`config.mk`:
```
export PLATFORM = sky130hd
export DESIGN_NAME = llander_glue_top
export DESIGN_NICKNAME = d
export VERILOG_FILES = /design/src/llander_input_pkg.sv /design/src/llander_sys_pkg.sv /design/src/audio_dac.sv /design/src/difficulty_hold.sv /design/src/key_decoder.sv /design/src/lander_controls.sv /design/src/llander_glue_top.sv /design/src/rom_loader.sv
export SDC_FILE = /design/constraint.sdc
export NUM_CORES = 1
export LEC_CHECK = 0
export BUFFER_PORTS_ARGS = -buffer_cell sky130_fd_sc_hd__buf_2
export CORE_UTILIZATION = 39
export DETAILED_ROUTE_END_ITERATION = 12
export PLACE_DENSITY = 0.7
export SYNTH_ARGS = -nofsm -noshare
export SYNTH_HDL_FRONTEND = slang
export SYNTH_HIERARCHICAL = 1
export SYNTH_SLANG_ARGS = --single-unit
```
`constraint.sdc`:
```
create_clock -name i_clk_25 -period 3 [get_ports i_clk_25]
set_input_delay 0.3 -clock i_clk_25 [delete_from_list [all_inputs] [get_ports i_clk_25]]
set_output_delay 0.3 -clock i_clk_25 [all_outputs]
set_load 0.03 [all_outputs]
```
`src/llander_input_pkg.sv`:
```
package llander_input_pkg;

	// keyboard and joystick bus widths
	localparam int KEY_W = 8;
	localparam int JOY_W = 8;

	// thrust level bus and its ceiling
	localparam int THRUST_W = 8;
	localparam logic [THRUST_W-1:0] THRUST_MAX = THRUST_W'(254);

	// joystick bit positions, same on both sticks
	localparam int JOY_RIGHT = 0;
	localparam int JOY_LEFT  = 1;
	localparam int JOY_DOWN  = 2;
	localparam int JOY_UP    = 3;
	localparam int JOY_FIRE1 = 4;
	localparam int JOY_FIRE2 = 5;

	// ps/2 set 2 scan codes used by the cabinet
	typedef enum logic [KEY_W-1:0] {
		KEY_F1    = 8'h05, // one player start
		KEY_ALT   = 8'h11, // fire2, abort
		KEY_SPACE = 8'h29, // fire1, game select
		KEY_LEFT  = 8'h6b,
		KEY_DOWN  = 8'h72,
		KEY_RIGHT = 8'h74,
		KEY_UP    = 8'h75,
		KEY_ESC   = 8'h76  // coin
	} key_code_e;

endpackage

```
`src/llander_sys_pkg.sv`:
```
package llander_sys_pkg;

	// rom download progress
	typedef enum logic [1:0] {
		LD_EMPTY       = 2'd0,
		LD_DOWNLOADING = 2'd1,
		LD_LOADED      = 2'd2
	} load_state_e;

	// ioctl byte address from the data receiver
	localparam int IOCTL_AW = 25;

	// memory request ports, word addressed
	localparam int MEM_AW = 23;
	localparam int MEM_DW = 16;

	// core rom byte address and memory read address widths
	localparam int ROM_AW = 13;
	localparam int RD_AW  = 15;

	// read address while the download owns the memory
	localparam logic [RD_AW-1:0] READ_PARK = 15'h7fff;

	// sound board image sits this many words above the cpu image
	localparam logic [MEM_AW-1:0] PORT2_OFFSET = MEM_AW'('h1000);

endpackage

```
`src/audio_dac.sv`:
```
`timescale 1ns/1ns

module audio_dac #(
	parameter int DAC_BITS = 8
) (
	input  logic                i_clk_25,
	input  logic                i_arst_n,
	input  logic [DAC_BITS-1:0] i_audio,
	output logic                o_audio
);
	// residue in the low bits, carry on top
	logic [DAC_BITS:0] acc;

	always_ff @(posedge i_clk_25 or negedge i_arst_n) begin
		if (!i_arst_n) begin
			acc <= '0;
		end else begin
			acc <= {1'b0, acc[DAC_BITS-1:0]} + {1'b0, i_audio};
		end
	end

	assign o_audio = acc[DAC_BITS]; // pulse density follows the sample

endmodule

```
`src/difficulty_hold.sv`:
```
`timescale 1ns/1ns

module difficulty_hold #(
	parameter int unsigned DIFF_HOLD = 250_000_000
) (
	input  logic       i_clk_25,
	input  logic       i_arst_n,
	input  logic       i_abort_pressed,
	input  logic       i_lamp3,
	input  logic       i_lamp4,
	input  logic       i_lamp5,
	output logic       o_diff_show,
	output logic [1:0] o_difficulty
);
	localparam int HOLD_W = $clog2(DIFF_HOLD + 1);

	logic [HOLD_W-1:0] hold_cnt;

	always_ff @(posedge i_clk_25 or negedge i_arst_n) begin
		if (!i_arst_n) begin
			hold_cnt <= '0;
		end else if (i_abort_pressed) begin
			hold_cnt <= HOLD_W'(DIFF_HOLD); // restart while held
		end else if (hold_cnt != '0) begin
			hold_cnt <= hold_cnt - 1'b1;
		end
	end

	assign o_diff_show = hold_cnt != '0;

	// highest lit lamp wins
	always_comb begin
		if (i_lamp5)
			o_difficulty = 2'd3;
		else if (i_lamp4)
			o_difficulty = 2'd2;
		else if (i_lamp3)
			o_difficulty = 2'd1;
		else
			o_difficulty = 2'd0;
	end

	a_hold_bound: assert property (@(posedge i_clk_25) disable iff (!i_arst_n)
		hold_cnt <= HOLD_W'(DIFF_HOLD));

endmodule

```
`src/key_decoder.sv`:
```
`timescale 1ns/1ns

module key_decoder (
	input  logic                                i_clk_25,
	input  logic                                i_arst_n,
	input  logic                                i_key_strobe,
	input  logic                                i_key_pressed,
	input  logic [llander_input_pkg::KEY_W-1:0] i_key_code,
	output logic                                o_btn_up,
	output logic                                o_btn_down,
	output logic                                o_btn_left,
	output logic                                o_btn_right,
	output logic                                o_btn_coin,
	output logic                                o_btn_start,
	output logic                                o_btn_fire1,
	output logic                                o_btn_fire2
);
	import llander_input_pkg::*;

	logic      strobe_q;
	logic      key_event;
	key_code_e code;

	assign key_event = i_key_strobe != strobe_q; // strobe is a toggle
	assign code = key_code_e'(i_key_code);

	always_ff @(posedge i_clk_25 or negedge i_arst_n) begin
		if (!i_arst_n) begin
			strobe_q    <= 1'b0;
			o_btn_up    <= 1'b0;
			o_btn_down  <= 1'b0;
			o_btn_left  <= 1'b0;
			o_btn_right <= 1'b0;
			o_btn_coin  <= 1'b0;
			o_btn_start <= 1'b0;
			o_btn_fire1 <= 1'b0;
			o_btn_fire2 <= 1'b0;
		end else begin
			strobe_q <= i_key_strobe;
			if (key_event) begin
				case (code)
					KEY_UP:    o_btn_up    <= i_key_pressed;
					KEY_DOWN:  o_btn_down  <= i_key_pressed;
					KEY_LEFT:  o_btn_left  <= i_key_pressed;
					KEY_RIGHT: o_btn_right <= i_key_pressed;
					KEY_ESC:   o_btn_coin  <= i_key_pressed;
					KEY_F1:    o_btn_start <= i_key_pressed;
					KEY_SPACE: o_btn_fire1 <= i_key_pressed;
					KEY_ALT:   o_btn_fire2 <= i_key_pressed;
					default: ; // other keys are not wired to the cabinet
				endcase
			end
		end
	end

	// buttons only move on a key event
	a_btn_needs_event: assert property (@(posedge i_clk_25) disable iff (!i_arst_n)
		!key_event |=> $stable({o_btn_up, o_btn_down, o_btn_left, o_btn_right,
			o_btn_coin, o_btn_start, o_btn_fire1, o_btn_fire2}));

endmodule

```
`src/lander_controls.sv`:
```
`timescale 1ns/1ns

module lander_controls #(
	parameter int unsigned THRUST_TICK = 98_425
) (
	input  logic                                   i_clk_25,
	input  logic                                   i_arst_n,
	input  logic                                   i_btn_up,
	input  logic                                   i_btn_down,
	input  logic                                   i_btn_left,
	input  logic                                   i_btn_right,
	input  logic                                   i_btn_coin,
	input  logic                                   i_btn_start,
	input  logic                                   i_btn_fire1,
	input  logic                                   i_btn_fire2,
	input  logic [llander_input_pkg::JOY_W-1:0]    i_joy0,
	input  logic [llander_input_pkg::JOY_W-1:0]    i_joy1,
	output logic                                   o_rot_left_n,
	output logic                                   o_rot_right_n,
	output logic                                   o_abort_n,
	output logic                                   o_game_sel_n,
	output logic                                   o_start_n,
	output logic                                   o_coin_n,
	output logic [llander_input_pkg::THRUST_W-1:0] o_thrust,
	output logic                                   o_abort_pressed
);
	import llander_input_pkg::*;

	localparam int TICK_W = $clog2(THRUST_TICK + 1);

	logic              m_up;
	logic              m_down;
	logic              m_left;
	logic              m_right;
	logic              m_fire1;
	logic              m_fire2;
	logic [TICK_W-1:0] tick_cnt;
	logic              tick_wrap;

	// keyboard or either stick
	assign m_up    = i_btn_up    | i_joy0[JOY_UP]    | i_joy1[JOY_UP];
	assign m_down  = i_btn_down  | i_joy0[JOY_DOWN]  | i_joy1[JOY_DOWN];
	assign m_left  = i_btn_left  | i_joy0[JOY_LEFT]  | i_joy1[JOY_LEFT];
	assign m_right = i_btn_right | i_joy0[JOY_RIGHT] | i_joy1[JOY_RIGHT];
	assign m_fire1 = i_btn_fire1 | i_joy0[JOY_FIRE1] | i_joy1[JOY_FIRE1];
	assign m_fire2 = i_btn_fire2 | i_joy0[JOY_FIRE2] | i_joy1[JOY_FIRE2];

	assign o_rot_left_n    = ~m_left;
	assign o_rot_right_n   = ~m_right;
	assign o_abort_n       = ~m_fire2;
	assign o_game_sel_n    = ~m_fire1;
	assign o_start_n       = ~i_btn_start; // keyboard only
	assign o_coin_n        = ~i_btn_coin;
	assign o_abort_pressed = m_fire2;

	assign tick_wrap = tick_cnt == TICK_W'(THRUST_TICK - 1);

	always_ff @(posedge i_clk_25 or negedge i_arst_n) begin
		if (!i_arst_n) begin
			tick_cnt <= '0;
			o_thrust <= '0;
		end else begin
			tick_cnt <= tick_wrap ? '0 : tick_cnt + 1'b1;
			if (tick_wrap) begin
				// up takes priority over down
				if (m_up) begin
					if (o_thrust < THRUST_MAX)
						o_thrust <= o_thrust + 1'b1;
				end else if (m_down && o_thrust != '0) begin
					o_thrust <= o_thrust - 1'b1;
				end
			end
		end
	end

	a_thrust_ceiling: assert property (@(posedge i_clk_25) disable iff (!i_arst_n)
		o_thrust <= THRUST_MAX);

endmodule

```
`src/llander_glue_top.sv`:
```
`timescale 1ns/1ns

module llander_glue_top #(
	parameter int unsigned THRUST_TICK = 98_425,
	parameter int unsigned DIFF_HOLD   = 250_000_000,
	parameter int          DAC_BITS    = 8
) (
	input  logic                                   i_clk_25,
	input  logic                                   i_arst_n,
	input  logic                                   i_key_strobe,
	input  logic                                   i_key_pressed,
	input  logic [llander_input_pkg::KEY_W-1:0]    i_key_code,
	input  logic [llander_input_pkg::JOY_W-1:0]    i_joy0,
	input  logic [llander_input_pkg::JOY_W-1:0]    i_joy1,
	input  logic                                   i_ioctl_download,
	input  logic                                   i_ioctl_wr,
	input  logic [llander_sys_pkg::IOCTL_AW-1:0]   i_ioctl_addr,
	input  logic [7:0]                             i_ioctl_dout,
	input  logic                                   i_menu_reset,
	input  logic                                   i_button_reset,
	input  logic [llander_sys_pkg::ROM_AW-1:0]     i_cpu_rom_addr,
	input  logic [llander_sys_pkg::ROM_AW-1:0]     i_vector_rom_addr,
	input  logic [llander_sys_pkg::MEM_DW-1:0]     i_cpu_mem_q,
	input  logic [llander_sys_pkg::MEM_DW-1:0]     i_vector_mem_q,
	input  logic                                   i_lamp3,
	input  logic                                   i_lamp4,
	input  logic                                   i_lamp5,
	input  logic [DAC_BITS-1:0]                    i_audio,
	output logic                                   o_rot_left_n,
	output logic                                   o_rot_right_n,
	output logic                                   o_abort_n,
	output logic                                   o_game_sel_n,
	output logic                                   o_start_n,
	output logic                                   o_coin_n,
	output logic [llander_input_pkg::THRUST_W-1:0] o_thrust,
	output logic                                   o_port1_req,
	output logic                                   o_port2_req,
	output logic [llander_sys_pkg::MEM_AW-1:0]     o_port1_addr,
	output logic [llander_sys_pkg::MEM_AW-1:0]     o_port2_addr,
	output logic [1:0]                             o_port_ds,
	output logic                                   o_port_we,
	output logic [llander_sys_pkg::MEM_DW-1:0]     o_port_d,
	output logic [llander_sys_pkg::RD_AW-1:0]      o_cpu_mem_addr,
	output logic [llander_sys_pkg::RD_AW-1:0]      o_vector_mem_addr,
	output logic [7:0]                             o_cpu_rom_data,
	output logic [7:0]                             o_vector_rom_data,
	output logic                                   o_core_reset,
	output logic                                   o_led,
	output logic                                   o_diff_show,
	output logic [1:0]                             o_difficulty,
	output logic                                   o_audio
);
	logic btn_up;
	logic btn_down;
	logic btn_left;
	logic btn_right;
	logic btn_coin;
	logic btn_start;
	logic btn_fire1;
	logic btn_fire2;
	logic abort_pressed;

	key_decoder u_key_decoder (
		.i_clk_25      (i_clk_25),
		.i_arst_n      (i_arst_n),
		.i_key_strobe  (i_key_strobe),
		.i_key_pressed (i_key_pressed),
		.i_key_code    (i_key_code),
		.o_btn_up      (btn_up),
		.o_btn_down    (btn_down),
		.o_btn_left    (btn_left),
		.o_btn_right   (btn_right),
		.o_btn_coin    (btn_coin),
		.o_btn_start   (btn_start),
		.o_btn_fire1   (btn_fire1),
		.o_btn_fire2   (btn_fire2)
	);

	lander_controls #(
		.THRUST_TICK (THRUST_TICK)
	) u_lander_controls (
		.i_clk_25        (i_clk_25),
		.i_arst_n        (i_arst_n),
		.i_btn_up        (btn_up),
		.i_btn_down      (btn_down),
		.i_btn_left      (btn_left),
		.i_btn_right     (btn_right),
		.i_btn_coin      (btn_coin),
		.i_btn_start     (btn_start),
		.i_btn_fire1     (btn_fire1),
		.i_btn_fire2     (btn_fire2),
		.i_joy0          (i_joy0),
		.i_joy1          (i_joy1),
		.o_rot_left_n    (o_rot_left_n),
		.o_rot_right_n   (o_rot_right_n),
		.o_abort_n       (o_abort_n),
		.o_game_sel_n    (o_game_sel_n),
		.o_start_n       (o_start_n),
		.o_coin_n        (o_coin_n),
		.o_thrust        (o_thrust),
		.o_abort_pressed (abort_pressed)
	);

	rom_loader u_rom_loader (
		.i_clk_25          (i_clk_25),
		.i_arst_n          (i_arst_n),
		.i_ioctl_download  (i_ioctl_download),
		.i_ioctl_wr        (i_ioctl_wr),
		.i_ioctl_addr      (i_ioctl_addr),
		.i_ioctl_dout      (i_ioctl_dout),
		.i_menu_reset      (i_menu_reset),
		.i_button_reset    (i_button_reset),
		.i_cpu_rom_addr    (i_cpu_rom_addr),
		.i_vector_rom_addr (i_vector_rom_addr),
		.i_cpu_mem_q       (i_cpu_mem_q),
		.i_vector_mem_q    (i_vector_mem_q),
		.o_port1_req       (o_port1_req),
		.o_port2_req       (o_port2_req),
		.o_port1_addr      (o_port1_addr),
		.o_port2_addr      (o_port2_addr),
		.o_port_ds         (o_port_ds),
		.o_port_we         (o_port_we),
		.o_port_d          (o_port_d),
		.o_cpu_mem_addr    (o_cpu_mem_addr),
		.o_vector_mem_addr (o_vector_mem_addr),
		.o_cpu_rom_data    (o_cpu_rom_data),
		.o_vector_rom_data (o_vector_rom_data),
		.o_core_reset      (o_core_reset),
		.o_led             (o_led)
	);

	difficulty_hold #(
		.DIFF_HOLD (DIFF_HOLD)
	) u_difficulty_hold (
		.i_clk_25        (i_clk_25),
		.i_arst_n        (i_arst_n),
		.i_abort_pressed (abort_pressed),
		.i_lamp3         (i_lamp3),
		.i_lamp4         (i_lamp4),
		.i_lamp5         (i_lamp5),
		.o_diff_show     (o_diff_show),
		.o_difficulty    (o_difficulty)
	);

	audio_dac #(
		.DAC_BITS (DAC_BITS)
	) u_audio_dac (
		.i_clk_25 (i_clk_25),
		.i_arst_n (i_arst_n),
		.i_audio  (i_audio),
		.o_audio  (o_audio)
	);

endmodule

```
`src/rom_loader.sv`:
```
`timescale 1ns/1ns

module rom_loader (
	input  logic                                  i_clk_25,
	input  logic                                  i_arst_n,
	input  logic                                  i_ioctl_download,
	input  logic                                  i_ioctl_wr,
	input  logic [llander_sys_pkg::IOCTL_AW-1:0]  i_ioctl_addr,
	input  logic [7:0]                            i_ioctl_dout,
	input  logic                                  i_menu_reset,
	input  logic                                  i_button_reset,
	input  logic [llander_sys_pkg::ROM_AW-1:0]    i_cpu_rom_addr,
	input  logic [llander_sys_pkg::ROM_AW-1:0]    i_vector_rom_addr,
	input  logic [llander_sys_pkg::MEM_DW-1:0]    i_cpu_mem_q,
	input  logic [llander_sys_pkg::MEM_DW-1:0]    i_vector_mem_q,
	output logic                                  o_port1_req,
	output logic                                  o_port2_req,
	output logic [llander_sys_pkg::MEM_AW-1:0]    o_port1_addr,
	output logic [llander_sys_pkg::MEM_AW-1:0]    o_port2_addr,
	output logic [1:0]                            o_port_ds,
	output logic                                  o_port_we,
	output logic [llander_sys_pkg::MEM_DW-1:0]    o_port_d,
	output logic [llander_sys_pkg::RD_AW-1:0]     o_cpu_mem_addr,
	output logic [llander_sys_pkg::RD_AW-1:0]     o_vector_mem_addr,
	output logic [7:0]                            o_cpu_rom_data,
	output logic [7:0]                            o_vector_rom_data,
	output logic                                  o_core_reset,
	output logic                                  o_led
);
	import llander_sys_pkg::*;

	logic        wr_q;
	logic        download_q;
	load_state_e load_state;

	// word address and lane select straight from the byte address
	assign o_port1_addr = i_ioctl_addr[MEM_AW:1];
	assign o_port2_addr = i_ioctl_addr[MEM_AW:1] - PORT2_OFFSET;
	assign o_port_ds    = {i_ioctl_addr[0], ~i_ioctl_addr[0]};
	assign o_port_we    = i_ioctl_download;
	assign o_port_d     = {i_ioctl_dout, i_ioctl_dout};

	assign o_cpu_mem_addr    = i_ioctl_download ? READ_PARK
		: RD_AW'(i_cpu_rom_addr[ROM_AW-1:1]);
	assign o_vector_mem_addr = i_ioctl_download ? READ_PARK
		: RD_AW'(i_vector_rom_addr[ROM_AW-1:1]);

	assign o_cpu_rom_data    = i_cpu_rom_addr[0] ? i_cpu_mem_q[15:8] : i_cpu_mem_q[7:0];
	assign o_vector_rom_data = i_vector_rom_addr[0] ? i_vector_mem_q[15:8]
		: i_vector_mem_q[7:0];

	assign o_led = ~i_ioctl_download;

	always_ff @(posedge i_clk_25 or negedge i_arst_n) begin
		if (!i_arst_n) begin
			wr_q         <= 1'b0;
			download_q   <= 1'b0;
			o_port1_req  <= 1'b0;
			o_port2_req  <= 1'b0;
			load_state   <= LD_EMPTY;
			o_core_reset <= 1'b1;
		end else begin
			wr_q       <= i_ioctl_wr;
			download_q <= i_ioctl_download;
			if (i_ioctl_download && i_ioctl_wr && !wr_q) begin
				o_port1_req <= ~o_port1_req; // one toggle per byte
				o_port2_req <= ~o_port2_req;
			end
			case (load_state)
				LD_EMPTY:       if (i_ioctl_download) load_state <= LD_DOWNLOADING;
				LD_DOWNLOADING: if (download_q && !i_ioctl_download) load_state <= LD_LOADED;
				default:        load_state <= LD_LOADED;
			endcase
			o_core_reset <= i_menu_reset | i_button_reset | (load_state != LD_LOADED);
		end
	end

	a_req_pair: assert property (@(posedge i_clk_25) disable iff (!i_arst_n)
		o_port1_req == o_port2_req);

	// once loaded the core never goes back to waiting
	a_loaded_sticks: assert property (@(posedge i_clk_25) disable iff (!i_arst_n)
		load_state == LD_LOADED |=> load_state == LD_LOADED);

endmodule

```
==> impl_metrics.ini <==
[cells_and_area]
fillers = 1248
diodes = 0
area_growth_pct = 19.42
nets = 820
seqCellArea_mm2 = 0.001953
final-instance-count-excl-fill = 852
drive_above_1_share_pct = 43.93
multi_input_area_mm2 = 0.002756

[sta]
setup_violations = 0
hold_viol_final = 0
rsz0062_at_grt = false
max_slew.worst_pin.slew_ps = 998.1
slew_violations = 0
setup_tns_ps = 0
fin_skew_ps = 5.692
fin_crit_ps = 2541
slew_headroom_pct = 33.46
period_share_pct = 84.69
fmax_mhz = 393.6

[synth]
synth_ff_type = dfrtp_1
synth-async-reset-ratio_pct = 100.0
synth-seq-cells = 78
avgSynthCellArea_um2 = 9.930
synthDistinctLibCells = 75
synth_edf_count = 0
netlist_area_mm2 = 0.005283
synth_area_leaders = dfrtp_1, buf_4, xor2_1
synth_top_cell_area_share_pct = 36.48
yosysWarnings = 6
synth_area_leader_cell = dfrtp_1
synth.yosys.seq_area_share_pct = 36.97
synth_cells = 532
synth.net_count = 681

[global_routing]
grt_pass1_wl_um = 19260
grt_antenna_before_repair = 0
grt_pass1_vias = 4218
grt_usage_pct = 16.92
grt_max_degree = 79
grt-ovfl-total = 0

[place]
gp_congestion = 0.8323
place.port_buffers = 201
dp_cells = 836
dpl.hpwl_um = 8910

[clocking]
h-tree-depth = 3
clk_pin_slew_ps = 60
clockBufferDepth = 2
hold_buffers = 0
cts_sinks = 78
root_buffer = clkbuf_16
clock_latency_ps = 330
cts_tree = yes
cts_resized = 0
post-cts-setup-buffers = 0
cts_buffers = 9

[pwr]
max-vdd-ir-drop_mv = 0.3328
p_leak_nw = 2.909
p_per_area_mw_per_mm2 = 513.1

[worst_setup_path]
cp-end-kind = flip-flop
critical_path_class = reg2reg
crit_top_cell = nand2_1
path_delay_family = simple AND/OR/NAND/NOR gates
cp_max_fo = 6
cp_num_buf_inv = 0
worstPathArrival_ps = 2800
critical_path.startpoint_type = flip-flop
critPathRequiredTime_ps = 3260
crit_slowest_cell = or3_1
slowest_delay_ps = 460
cp_cell_sequence = or3_1 -> nand2_1 -> nand2_1 -> ha_1 -> or2_2 -> or3_2 -> a211oi_1 -> xor2_1

[run_status]
status = complete, no violations

[die]
io_pins = 267
start_util_pct = 39.89
die_area_mm2 = 0.01402
die_h_um = 118.4
fp.coreArea_mm2 = 0.01324
rows = 42
fp.dieW_um = 118.4

[detailed_routing]
drt-initial-drc-count = 205
detail_route.wirelength_um = 11590
wl_per_cell_um = 13.61
viasPerCell = 5.070
first_pass_iters = 4
drc_errors = 0
ant_nets = 0
vias = 4320

[min_path]
hold_class = in2reg

[flow_run]
maxCapViolCount = 0
==> synthesized netlist by cell type, types with 7 or more instances <==
library cell  number
nor4_1            10
ha_1              14
nand4_1            9
nand2_1           21
buf_4             61
or2_2             26
nand2b_1           7
a21oi_1            8
xnor2_1           24
clkbuf_1          10
nor2_1            42
dfrtp_1           77
nand3_1           17
mux2_2            18
or3_1              8
nor3_1            18
inv_1             17
xor2_1            31
==> metal layers <==
layer / vias up / global-route usage (%) / wire [µm]
li1: 2097 / - / -
met1: 2059 / 19.07 / 4715
met2: 142 / 30.26 / 5952
met3: 22 / 3.427 / 633
met4: 0 / 8.465 / 293
met5: - / 0 / 0
==> layout by cell type, fill, tap and decap left out, types with 7 or more instances in the layout <==
master,n
nand3_1,17
nor4_1,10
inv_1,17
nor3_1,18
or3_1,8
nand4_1,9
ha_1,14
nand2b_1,7
nor2_1,42
clkbuf_16,9
a21oi_1,8
xor2_1,31
mux2_2,18
or2_2,26
buf_2,200
xnor2_1,24
dfrtp_1,77
nand2_1,21
==> metrics by stage <==
stage / setup slack [ps] / utilization, % / power (mW) / hold slack [ps] / instance area, µm²
floorplan: 690.6 / - / 1.982 / 4.409 / 5283
global placement: 525.6 / 45.35 / 2.115 / 425.4 / 6006
detailed placement: 477.6 / 45.35 / 2.152 / 429.2 / 6006
CTS: 475.6 / 47.64 / 3.276 / 74.23 / 6309
global route: 355.5 / 47.64 / 3.429 / 84.59 / 6309
finish: 459.3 / 47.64 / 3.237 / 91.35 / 6309
==> final timing paths <==
| kind | slack, ps | startpoint | end | depth (start not counted) |
|---|---|---|---|---|
| max in group asynchronous | 2230 | i_arst_n | u_lander_controls/o_thrust[3]$_DFFE_PN0P_ | 1 |
| worst min-delay path | 90 | i_ioctl_wr | u_rom_loader/wr_q$_DFF_PN0_ | 1 |
| worst max-delay path | 460 | u_key_decoder/o_btn_up$_DFFE_PN0P_ | u_lander_controls/o_thrust[4]$_DFFE_PN0P_ | 8 |
| worst min register to register | 470 | u_audio_dac/acc[0]$_DFF_PN0_ | u_audio_dac/acc[0]$_DFF_PN0_ | 1 |
| worst max register to register | 460 | u_key_decoder/o_btn_up$_DFFE_PN0P_ | u_lander_controls/o_thrust[4]$_DFFE_PN0P_ | 8 |
| min in group asynchronous | 120 | i_arst_n | u_difficulty_hold/hold_cnt[27]$_DFFE_PN0P_ | 1 |
==> power by group <==
group / switching [mW] / internal, mW / leakage [nW]
logic: 0.550 / 0.366 / 1.80
registers: 0.0581 / 1.16 / 0.963
clock network: 0.415 / 0.689 / 0.146
==> sequential cells by signal, indices dropped and copies added (netlist names) <==
register and cells:
u_difficulty_hold/hold_cnt 28, u_lander_controls/tick_cnt 17, u_audio_dac/acc 9, u_lander_controls/o_thrust 8, u_rom_loader/load_state 2, u_key_decoder/o_btn_coin 1, u_key_decoder/o_btn_down 1, u_key_decoder/o_btn_fire1 1
u_key_decoder/o_btn_fire2 1, u_key_decoder/o_btn_left 1, u_key_decoder/o_btn_right 1, u_key_decoder/o_btn_start 1, u_key_decoder/o_btn_up 1, u_key_decoder/strobe_q 1, u_rom_loader/download_q 1, u_rom_loader/o_core_reset 1
u_rom_loader/o_port1_req 1, u_rom_loader/o_port2_req 1, u_rom_loader/wr_q 1
==> cell type report <==
| cell class | count | area share [%] |
|---|---|---|
| multi-input combinational | 363 | 43.69 |
| timing repair buffer | 201 | 15.99 |
| inverter | 18 | 1.071 |
| sequential | 78 | 30.96 |
| tap | 176 | 3.491 |
| clock inverter | 3 | 0.6743 |
| clock buffer | 13 | 4.125 |
==> kinds of logic after synthesis <==
kind of cell,synth area share (%)
simple gates,26.76
flops,36.97
compound gates,6.704
fa+ha+maj,3.695
buf+inv,10.85
mux,5.590
xor+xnor,9.427
No activity file was read; power rests on OpenSTA's default activity.
